**src/spiflash_defines.svh**
```systemverilog
`ifndef SPIFLASH_DEFINES_SVH
`define SPIFLASH_DEFINES_SVH

`define SPIFLASH_ADDR_W 24
`define SPIFLASH_DATA_W 32
`define SPIFLASH_TAG_W 3

// flash command bytes
`define SPIFLASH_CMD_WAKE0 8'hFF
`define SPIFLASH_CMD_WAKE1 8'hAB
`define SPIFLASH_CMD_READ 8'h03
`define SPIFLASH_CMD_QREAD 8'hEB
`define SPIFLASH_MODE_BYTE 8'hFF

`define SPIFLASH_DUMMY_RST 8

// writable bits: en, qspi, dummy, oe, csb, clk, dout
`define SPIFLASH_CFG_WMASK 32'h802F_0F3F

`endif

```
**src/spiflash_pkg.sv**
```systemverilog
package spiflash_pkg;

    typedef struct packed {
        logic       en;         // 31
        logic [8:0] rsvd_hi;
        logic       qspi;       // 21
        logic       rsvd_mid;
        logic [3:0] dummy;      // 19:16
        logic [3:0] rsvd_lo;
        logic [3:0] oe;         // 11:8
        logic [1:0] rsvd_pin;
        logic       csb;        // 5
        logic       clk;        // 4
        logic [3:0] dout;       // 3:0
    } cfgreg_fields_s;

    typedef union packed {
        logic [3:0][7:0] lanes;     // byte strobe view
        cfgreg_fields_s  fields;
    } cfgreg_u;

    typedef enum logic {
        XFER_SINGLE = 1'b0,
        XFER_QUAD   = 1'b1
    } xfer_mode_e;

endpackage

```
**src/spiflash_cfg.sv**
```systemverilog
`timescale 1ns/1ps
`include "spiflash_defines.svh"

module spiflash_cfg (
    input  logic                  clk,
    input  logic                  resetn,
    input  logic [3:0]            cfg_we_i,
    input  spiflash_pkg::cfgreg_u cfg_wdata_i,
    input  logic                  pin_csb_i,
    input  logic                  pin_clk_i,
    input  logic [3:0]            pin_oe_i,
    input  logic [3:0]            pin_di_i,
    output spiflash_pkg::cfgreg_u cfg_o,
    output spiflash_pkg::cfgreg_u cfg_rdata_o,
    output logic                  soft_rst_o
);
    localparam logic [31:0] WMASK = `SPIFLASH_CFG_WMASK;

    always_ff @(posedge clk) begin
        if (!resetn) begin
            cfg_o <= '0;
            cfg_o.fields.en <= 1'b1;
            cfg_o.fields.dummy <= 4'(`SPIFLASH_DUMMY_RST);
            soft_rst_o <= 1'b1;
        end else begin
            for (int i = 0; i < 4; i++) begin
                if (cfg_we_i[i]) begin
                    cfg_o.lanes[i] <= cfg_wdata_i.lanes[i] & WMASK[i*8 +: 8];
                end
            end
            soft_rst_o <= |cfg_we_i || !cfg_o.fields.en;    // bit-bang holds core idle
        end
    end

    // pin fields read back live
    always_comb begin
        cfg_rdata_o = cfg_o;
        cfg_rdata_o.fields.csb = pin_csb_i;
        cfg_rdata_o.fields.clk = pin_clk_i;
        cfg_rdata_o.fields.oe = pin_oe_i;
        cfg_rdata_o.fields.dout = pin_di_i;
    end

    // byte strobes are single-cycle pulses
    assert property (@(posedge clk) disable iff (!resetn)
        |cfg_we_i |=> !(|cfg_we_i));

endmodule

```
**src/spiflash_xfer.sv**
```systemverilog
`timescale 1ns/1ps
`include "spiflash_defines.svh"

module spiflash_xfer (
    input  logic                       clk,
    input  logic                       resetn,
    input  logic                       xfer_rst_i,
    input  logic                       din_valid_i,
    output logic                       din_ready_o,
    input  logic [7:0]                 din_data_i,
    input  logic [`SPIFLASH_TAG_W-1:0] din_tag_i,
    input  spiflash_pkg::xfer_mode_e   din_mode_i,
    input  logic                       din_rd_i,
    output logic                       dout_valid_o,
    output logic [7:0]                 dout_data_o,
    output logic [`SPIFLASH_TAG_W-1:0] dout_tag_o,
    output logic                       sck_o,
    output logic                       csb_o,
    output logic [3:0]                 io_oe_o,
    output logic [3:0]                 io_do_o,
    input  logic [3:0]                 io_di_i
);
    logic [3:0]                 bit_cnt;    // bits left in byte
    logic [3:0]                 dummy_cnt;
    logic [3:0]                 step;
    logic [7:0]                 obuf;
    logic [7:0]                 ibuf;
    logic                       quad;
    logic                       idle;
    logic                       rd_q;
    logic [`SPIFLASH_TAG_W-1:0] tag_q;
    spiflash_pkg::xfer_mode_e   mode_q;

    assign quad = (mode_q == spiflash_pkg::XFER_QUAD);
    assign step = quad ? 4'd4 : 4'd1;
    assign idle = (bit_cnt == 4'd0) && (dummy_cnt == 4'd0);
    assign din_ready_o = din_valid_i && idle;
    assign dout_data_o = ibuf;
    assign dout_tag_o = tag_q;

    // quad read data leaves the lines to the flash
    assign io_oe_o = quad ? {4{!rd_q}} : 4'b0001;
    assign io_do_o = quad ? obuf[7:4] : {3'b000, obuf[7]};

    always_ff @(posedge clk) begin
        if (!resetn || xfer_rst_i) begin
            csb_o <= 1'b1;
            sck_o <= 1'b0;
            bit_cnt <= 4'd0;
            dummy_cnt <= 4'd0;
            dout_valid_o <= 1'b0;
            tag_q <= '0;
            mode_q <= spiflash_pkg::XFER_SINGLE;
            rd_q <= 1'b0;
        end else begin
            dout_valid_o <= 1'b0;
            if (dummy_cnt != 4'd0) begin
                sck_o <= !sck_o;
                if (sck_o) begin
                    dummy_cnt <= dummy_cnt - 4'd1;
                end
            end else if (bit_cnt != 4'd0) begin
                sck_o <= !sck_o;
                if (sck_o) begin    // falling edge, next bits out
                    obuf <= quad ? {obuf[3:0], 4'b0000} : {obuf[6:0], 1'b0};
                    bit_cnt <= bit_cnt - step;
                    dout_valid_o <= (bit_cnt == step);
                end else begin
                    ibuf <= quad ? {ibuf[3:0], io_di_i} : {ibuf[6:0], io_di_i[1]};
                end
            end
            if (din_ready_o) begin
                csb_o <= 1'b0;
                sck_o <= 1'b0;
                bit_cnt <= 4'd8;
                dummy_cnt <= din_rd_i ? din_data_i[3:0] : 4'd0;
                obuf <= din_data_i;
                tag_q <= din_tag_i;
                mode_q <= din_mode_i;
                rd_q <= din_rd_i;
            end
        end
    end

    // requests are not withdrawn unless the engine is aborted
    assert property (@(posedge clk) disable iff (!resetn)
        din_valid_i && !din_ready_o && !xfer_rst_i |=> din_valid_i || xfer_rst_i);

endmodule

```
**src/spiflash_seq.sv**
```systemverilog
`timescale 1ns/1ps
`include "spiflash_defines.svh"

module spiflash_seq (
    input  logic                        clk,
    input  logic                        resetn,
    input  logic                        soft_rst_i,
    input  logic                        valid_i,
    output logic                        ready_o,
    input  logic [`SPIFLASH_ADDR_W-1:0] addr_i,
    output logic [`SPIFLASH_DATA_W-1:0] rdata_o,
    input  spiflash_pkg::cfgreg_u       cfg_i,
    output logic                        xfer_rst_o,
    output logic                        din_valid_o,
    input  logic                        din_ready_i,
    output logic [7:0]                  din_data_o,
    output logic [`SPIFLASH_TAG_W-1:0]  din_tag_o,
    output spiflash_pkg::xfer_mode_e    din_mode_o,
    output logic                        din_rd_o,
    input  logic                        dout_valid_i,
    input  logic [7:0]                  dout_data_i,
    input  logic [`SPIFLASH_TAG_W-1:0]  dout_tag_i
);
    localparam logic [3:0] S_WAKE0   = 4'd0;
    localparam logic [3:0] S_WAKE0_W = 4'd1;
    localparam logic [3:0] S_WAKE1   = 4'd2;
    localparam logic [3:0] S_WAKE1_W = 4'd3;
    localparam logic [3:0] S_CMD     = 4'd4;
    localparam logic [3:0] S_ADDR2   = 4'd5;
    localparam logic [3:0] S_ADDR1   = 4'd6;
    localparam logic [3:0] S_ADDR0   = 4'd7;
    localparam logic [3:0] S_MODE    = 4'd8;
    localparam logic [3:0] S_DATA1   = 4'd9;
    localparam logic [3:0] S_DATA2   = 4'd10;
    localparam logic [3:0] S_DATA3   = 4'd11;
    localparam logic [3:0] S_DATA4   = 4'd12;
    localparam logic [`SPIFLASH_ADDR_W-1:0] WORD_STEP = 4;

    logic [3:0]                  state;
    logic [3:0]                  next_state;
    logic [`SPIFLASH_ADDR_W-1:0] rd_addr;
    logic [23:0]                 buffer;
    logic                        rd_valid;
    logic                        rd_wait;    // prefetched word not yet asked for
    logic                        rd_inc;
    logic                        first_q;    // dummy clocks still owed
    logic                        rst_q;
    logic                        jump;
    logic                        qspi;

    assign qspi = cfg_i.fields.qspi;
    assign ready_o = valid_i && rd_valid && (addr_i == rd_addr);
    assign jump = valid_i && !ready_o && rd_valid && (addr_i != rd_addr + WORD_STEP);
    assign xfer_rst_o = jump || rst_q;

    always_comb begin
        din_valid_o = 1'b1;
        din_data_o = 8'h00;
        din_tag_o = 3'd0;
        din_mode_o = (qspi && state >= S_ADDR2) ? spiflash_pkg::XFER_QUAD
                                                : spiflash_pkg::XFER_SINGLE;
        din_rd_o = qspi && (state >= S_DATA1);
        next_state = state + 4'd1;
        case (state)
            S_WAKE0: din_data_o = `SPIFLASH_CMD_WAKE0;
            S_WAKE1: din_data_o = `SPIFLASH_CMD_WAKE1;
            S_WAKE0_W, S_WAKE1_W: din_valid_o = 1'b0;
            S_CMD: din_data_o = qspi ? `SPIFLASH_CMD_QREAD : `SPIFLASH_CMD_READ;
            S_ADDR2: begin
                din_valid_o = valid_i && !ready_o;  // cs held low until asked
                din_data_o = addr_i[23:16];
            end
            S_ADDR1: din_data_o = addr_i[15:8];
            S_ADDR0: begin
                din_data_o = addr_i[7:0];
                next_state = qspi ? S_MODE : S_DATA1;
            end
            S_MODE: din_data_o = `SPIFLASH_MODE_BYTE;
            S_DATA1: begin
                din_tag_o = 3'd1;
                din_data_o = first_q ? {4'h0, cfg_i.fields.dummy} : 8'h00;
            end
            S_DATA2: din_tag_o = 3'd2;
            S_DATA3: din_tag_o = 3'd3;
            default: begin
                din_valid_o = !rd_wait || valid_i;  // hold back last byte
                din_tag_o = 3'd4;
                next_state = S_DATA1;
            end
        endcase
        din_valid_o = din_valid_o && !rst_q;
    end

    always_ff @(posedge clk) begin
        if (!resetn || soft_rst_i) begin
            state <= S_WAKE0;
            rst_q <= 1'b1;
            rd_valid <= 1'b0;
            rd_wait <= 1'b0;
            rd_inc <= 1'b0;
            first_q <= 1'b0;
        end else begin
            rst_q <= 1'b0;
            if (din_valid_o && din_ready_i) begin
                state <= next_state;
                if (state == S_MODE) begin
                    first_q <= 1'b1;
                end
                if (state == S_DATA1) begin
                    first_q <= 1'b0;
                end
            end
            // wake bytes each get their own chip select
            if ((state == S_WAKE0_W || state == S_WAKE1_W) && dout_valid_i) begin
                rst_q <= 1'b1;
                state <= next_state;
            end
            if (dout_valid_i && dout_tag_i == 3'd4) begin
                rd_addr <= rd_inc ? rd_addr + WORD_STEP : addr_i;
                rd_valid <= 1'b1;
                rd_wait <= rd_inc;
                rd_inc <= 1'b1;
            end
            if (valid_i) begin
                rd_wait <= 1'b0;
            end
            if (jump) begin
                state <= S_CMD;
                rd_valid <= 1'b0;
                rd_inc <= 1'b0;
            end
        end
    end

    // bytes arrive lsb first
    always_ff @(posedge clk) begin
        if (dout_valid_i) begin
            case (dout_tag_i)
                3'd1: buffer[7:0] <= dout_data_i;
                3'd2: buffer[15:8] <= dout_data_i;
                3'd3: buffer[23:16] <= dout_data_i;
                3'd4: rdata_o <= {dout_data_i, buffer};
                default: ;
            endcase
        end
    end

    assert property (@(posedge clk) disable iff (!resetn || soft_rst_i)
        ready_o ##1 (ready_o && $stable(addr_i)) |-> $stable(rdata_o));

endmodule

```
**src/spiflash_pads.sv**
```systemverilog
`timescale 1ns/1ps

module spiflash_pads (
    input  logic                  resetn,
    input  spiflash_pkg::cfgreg_u cfg_i,
    input  logic                  xfer_csb_i,
    input  logic                  xfer_sck_i,
    input  logic [3:0]            xfer_oe_i,
    input  logic [3:0]            xfer_do_i,
    output logic                  flash_csb_o,
    output logic                  flash_clk_o,
    output logic [3:0]            flash_io_oe_o,
    output logic [3:0]            flash_io_do_o
);
    logic bitbang;

    assign bitbang = !cfg_i.fields.en;

    assign flash_csb_o = bitbang ? cfg_i.fields.csb : xfer_csb_i;
    assign flash_clk_o = bitbang ? cfg_i.fields.clk : xfer_sck_i;
    assign flash_io_do_o = bitbang ? cfg_i.fields.dout : xfer_do_i;

    // no pad drives while the chip is in reset
    assign flash_io_oe_o = !resetn ? 4'b0000 : (bitbang ? cfg_i.fields.oe : xfer_oe_i);

endmodule

```
**src/spiflash_top.sv**
```systemverilog
`timescale 1ns/1ps
`include "spiflash_defines.svh"

module spiflash_top (
    input  logic                        clk,
    input  logic                        resetn,
    input  logic                        valid_i,
    output logic                        ready_o,
    input  logic [`SPIFLASH_ADDR_W-1:0] addr_i,
    output logic [`SPIFLASH_DATA_W-1:0] rdata_o,
    input  logic [3:0]                  cfg_we_i,
    input  spiflash_pkg::cfgreg_u       cfg_wdata_i,
    output spiflash_pkg::cfgreg_u       cfg_rdata_o,
    output logic                        flash_csb_o,
    output logic                        flash_clk_o,
    output logic [3:0]                  flash_io_oe_o,
    output logic [3:0]                  flash_io_do_o,
    input  logic [3:0]                  flash_io_di_i
);
    spiflash_pkg::cfgreg_u      cfg;
    logic                       soft_rst;
    logic                       xfer_rst;
    logic                       din_valid;
    logic                       din_ready;
    logic [7:0]                 din_data;
    logic [`SPIFLASH_TAG_W-1:0] din_tag;
    spiflash_pkg::xfer_mode_e   din_mode;
    logic                       din_rd;
    logic                       dout_valid;
    logic [7:0]                 dout_data;
    logic [`SPIFLASH_TAG_W-1:0] dout_tag;
    logic                       xfer_csb;
    logic                       xfer_sck;
    logic [3:0]                 xfer_oe;
    logic [3:0]                 xfer_do;

    spiflash_cfg u_cfg (
        .clk         (clk),
        .resetn      (resetn),
        .cfg_we_i    (cfg_we_i),
        .cfg_wdata_i (cfg_wdata_i),
        .pin_csb_i   (flash_csb_o),
        .pin_clk_i   (flash_clk_o),
        .pin_oe_i    (flash_io_oe_o),
        .pin_di_i    (flash_io_di_i),
        .cfg_o       (cfg),
        .cfg_rdata_o (cfg_rdata_o),
        .soft_rst_o  (soft_rst)
    );

    spiflash_seq u_seq (
        .clk          (clk),
        .resetn       (resetn),
        .soft_rst_i   (soft_rst),
        .valid_i      (valid_i),
        .ready_o      (ready_o),
        .addr_i       (addr_i),
        .rdata_o      (rdata_o),
        .cfg_i        (cfg),
        .xfer_rst_o   (xfer_rst),
        .din_valid_o  (din_valid),
        .din_ready_i  (din_ready),
        .din_data_o   (din_data),
        .din_tag_o    (din_tag),
        .din_mode_o   (din_mode),
        .din_rd_o     (din_rd),
        .dout_valid_i (dout_valid),
        .dout_data_i  (dout_data),
        .dout_tag_i   (dout_tag)
    );

    spiflash_xfer u_xfer (
        .clk          (clk),
        .resetn       (resetn),
        .xfer_rst_i   (xfer_rst),
        .din_valid_i  (din_valid),
        .din_ready_o  (din_ready),
        .din_data_i   (din_data),
        .din_tag_i    (din_tag),
        .din_mode_i   (din_mode),
        .din_rd_i     (din_rd),
        .dout_valid_o (dout_valid),
        .dout_data_o  (dout_data),
        .dout_tag_o   (dout_tag),
        .sck_o        (xfer_sck),
        .csb_o        (xfer_csb),
        .io_oe_o      (xfer_oe),
        .io_do_o      (xfer_do),
        .io_di_i      (flash_io_di_i)
    );

    spiflash_pads u_pads (
        .resetn        (resetn),
        .cfg_i         (cfg),
        .xfer_csb_i    (xfer_csb),
        .xfer_sck_i    (xfer_sck),
        .xfer_oe_i     (xfer_oe),
        .xfer_do_i     (xfer_do),
        .flash_csb_o   (flash_csb_o),
        .flash_clk_o   (flash_clk_o),
        .flash_io_oe_o (flash_io_oe_o),
        .flash_io_do_o (flash_io_do_o)
    );

endmodule

```
**config.mk**
```make
export PLATFORM = sky130hd
export DESIGN_NAME = spiflash_top
export DESIGN_NICKNAME = d
export VERILOG_FILES = /design/src/spiflash_pkg.sv /design/src/spiflash_cfg.sv /design/src/spiflash_xfer.sv /design/src/spiflash_seq.sv /design/src/spiflash_pads.sv /design/src/spiflash_top.sv
export VERILOG_INCLUDE_DIRS = /design/src /design/src/src
export SDC_FILE = /design/constraint.sdc
export NUM_CORES = 1
export LEC_CHECK = 0
export BUFFER_PORTS_ARGS = -buffer_cell sky130_fd_sc_hd__buf_2
export CORE_ASPECT_RATIO = 0.6
export CORE_MARGIN = 5
export CORE_UTILIZATION = 51
export DETAILED_ROUTE_END_ITERATION = 10
export GPL_TIMING_DRIVEN = 0
export PLACE_DENSITY = 0.77
export SLEW_MARGIN = 20
export SYNTH_ARGS = -nofsm -noshare
export SYNTH_HDL_FRONTEND = slang
export SYNTH_SLANG_ARGS = --single-unit
```
**constraint.sdc**
```tcl
create_clock -name clk -period 5 [get_ports clk]
set_input_delay 0.25 -clock clk [delete_from_list [all_inputs] [get_ports clk]]
set_output_delay 0.25 -clock clk [all_outputs]
set_load 0.005 [all_outputs]
```
==> results_dict.tcl <==
set metrics [dict create \
    cts_root_buffer "clkbuf_16" \
    ys_seq_area_frac 0.497 \
    vias_per_cell 5.59 \
    port_buffers 105 \
    cts_resized 0 \
    critPathArrivalTime_ns 3.93 \
    ys_ff_latch 137 \
    ctsHoldBuffers 0 \
    final_util 0.621 \
    path_class "reg -> reg" \
    die_area_um2 17200 \
    p_per_area_nw_per_um2 293 \
    r2r_end "u_xfer.obuf[1]" \
    skew_ns 0.0103 \
    synth-edff-count 96 \
    wl_met2_um 7410 \
    dr.pass1.iters 6 \
    grt_pass1_wl_um 31300 \
    grt_pass1_vias 5591 \
    async_flop_share 0 \
    die_h_um 104 \
    min_path_cells 2 \
    fin_crit_ns 3.87 \
    cts_buffers 17 \
    synth_area_leaders "edfxtp_1, dfxtp_1, xnor2_1" \
    worst_pin_slew_ns 0.704 \
    rows 34 \
    grt_usage 0.228 \
    syn_area_um2 7450 \
    routed.top_layer "met5" \
    synth_ff_type "edfxtp_1" \
    avgSynthCellArea_um2 10.7 \
    postCtsSetupRepairBufs 0 \
    die-width_um 166 \
    ios 142 \
    finalCritPeriodShare 0.773 \
    tns_ns 0 \
    multiInputGateArea_um2 3300 \
    cts.htree.levels 4 \
    area.growth.synth_to_final_pct 20.3 \
    wl_met3_um 2250 \
    min_from "cfg_we_i[3]" \
    start_util 0.517 \
    n_antenna_cell 0 \
    num_vias 5885 \
    clockBufferDepth 2 \
    fin_nets 918 \
    drt_wl_total_um 19500 \
    wl_met1_um 9470 \
    grt_max_degree 23 \
    ant_nets 0 \
    setup_viol 0 \
    reg2reg_slack_ns 1.13 \
    setup.worst_path.start_class "register" \
    hpwl_um 14500 \
    hold_class "in -> reg" \
    gp_congestion 1.02 \
    detail_route.wl_per_cell_um 18.5 \
    synth_top_area_share 0.387 \
    coreArea_um2 14400 \
    drv_cap 0 \
    regArea_um2 3700 \
    p_leak_uw 0.00342 \
    status "finished clean" \
    rsz0062_at_grt "false" \
    synth_warnings 0 \
    cts_tree "done" \
    worst_slack_ns 1.13 \
    clk_latency_ns 0.43 \
    grt_overflow_total 0 \
    synth_cell_types 71 \
    slew_viol_final 0 \
    drcViolationCount 0 \
    fillers 1169 \
    drtIter0Drc 638 \
    r2r_start "u_seq.rd_addr[2]" \
    hold_viol 0 \
    end_kind "register" \
    reg2reg_depth 10 \
    drive_above_1_share 0.268 \
    slew_headroom 0.529 \
    netlist_instances 697 \
    hold_end "u_cfg.soft_rst_o" \
    pre_cts_slack_ns 0.854 \
    worstPathMaxFanout 10 \
    yosysTopAreaCell "edfxtp_1" \
    cts_sinks 137 \
    ir_drop_mv 0.204 \
    fmax_ghz 0.259 \
    antenna_found_initial 0 \
    cts.clk_slew.worst_paths_ns 0.07 \
    cp.required_ns 5.06 \
]
## synthesized netlist by cell type, drive strengths merged (22+ instances only)
library cell  instances
dfxtp                41
nand3                24
mux2i                22
nor2                 52
nand2                24
inv                  28
edfxtp               96
clkbuf               23
buf                  51
nor2b                27
a21oi                42
xnor2                35
nor3                 28
## sequential cells by signal, summed over array words and instances, names as in the netlist, 4 cells and up
register	flops
u_xfer.obuf	8
u_xfer.dummy_cnt	4
u_seq.buffer	24
u_cfg.cfg_o	16
u_seq.state	4
u_seq.rd_addr	24
u_xfer.dout_data_o	8
u_seq.rdata_o	32
u_xfer.bit_cnt	4
## layer usage
layer	GRT usage	vias to the layer above
li1	-	2781
met5	0.0290	-
met2	0.294	315
met3	0.0837	32
met4	0.0483	2
met1	0.357	2755
## how the worst max path moves through the flow
stage                         start                    end  slack (ns)
2_1_floorplan  u_xfer.dout_tag_o[1]      u_seq.rd_addr[10]        0.89
3_3_place_gp    u_xfer.dout_valid_o      u_seq.rd_addr[23]       -0.60
3_5_place_dp       u_seq.rd_addr[2]         u_xfer.obuf[1]        0.85
4_1_cts            u_seq.rd_addr[2]         u_xfer.obuf[1]        0.82
5_1_grt            u_seq.rd_addr[2]  u_xfer.dout_data_o[7]        0.87
6_report           u_seq.rd_addr[2]         u_xfer.obuf[1]        1.13
## placed cells by master (no fill, tap or decap), types with 23 or more instances in the layout
cell type	instances
a21oi_1	42
buf_2	116
buf_4	36
clkbuf_1	23
dfxtp_1	41
edfxtp_1	96
inv_1	28
nand2_1	24
nor2_1	51
nor2b_1	27
nor3_1	23
xnor2_1	34
## kinds of logic after synthesis
family | synth area share
simple gates | 0.193
xor+xnor | 0.0724
mux | 0.0477
buf+inv | 0.0725
fa+ha+maj | 0.0168
compound gates | 0.0999
flops | 0.497
other cells | 0.000503
## final cells by class
class / count / share of cell area
clock buffers: 17 / 0.0475
flip-flops and latches: 137 / 0.413
well taps: 198 / 0.0276
inverters: 28 / 0.0117
repair buffers: 110 / 0.0631
plain buffers: 74 / 0.0486
clock inverters: 15 / 0.0197
multi-input cells: 473 / 0.369
## report_power, final
part	internal, uW	switching, uW	total [uW]	leakage (uW)
clock network	676	591	1270	0.000288
registers	1210	7.00	1220	0.00120
logic	68.3	74.2	142	0.00194
total	1950	672	2620	0.00342
## critical path: stages, from the launching register on
cell and delay [ns]:
edfxtp_1 0.48, ha_1 0.35, nand3_2 0.25, nor3_2 0.48
o22ai_1 0.13, or4_1 0.50, nor4_2 0.16, and4_1 0.27
nor3_4 0.08, buf_4 0.21, nor3_2 0.58
## through the flow
step,area (um^2),power [uW],hold WS [ns],std cells
4_1_cts,8960,2630,0.0332,1052
2_1_floorplan,7510,1320,0.329,712
3_3_place_gp,8290,1380,0.401,1015
3_5_place_dp,8360,1380,0.405,1020
5_1_grt,8960,2700,0.0465,1052
6_report,8960,2620,0.0483,1052
Power figures use the tool's default switching activity.
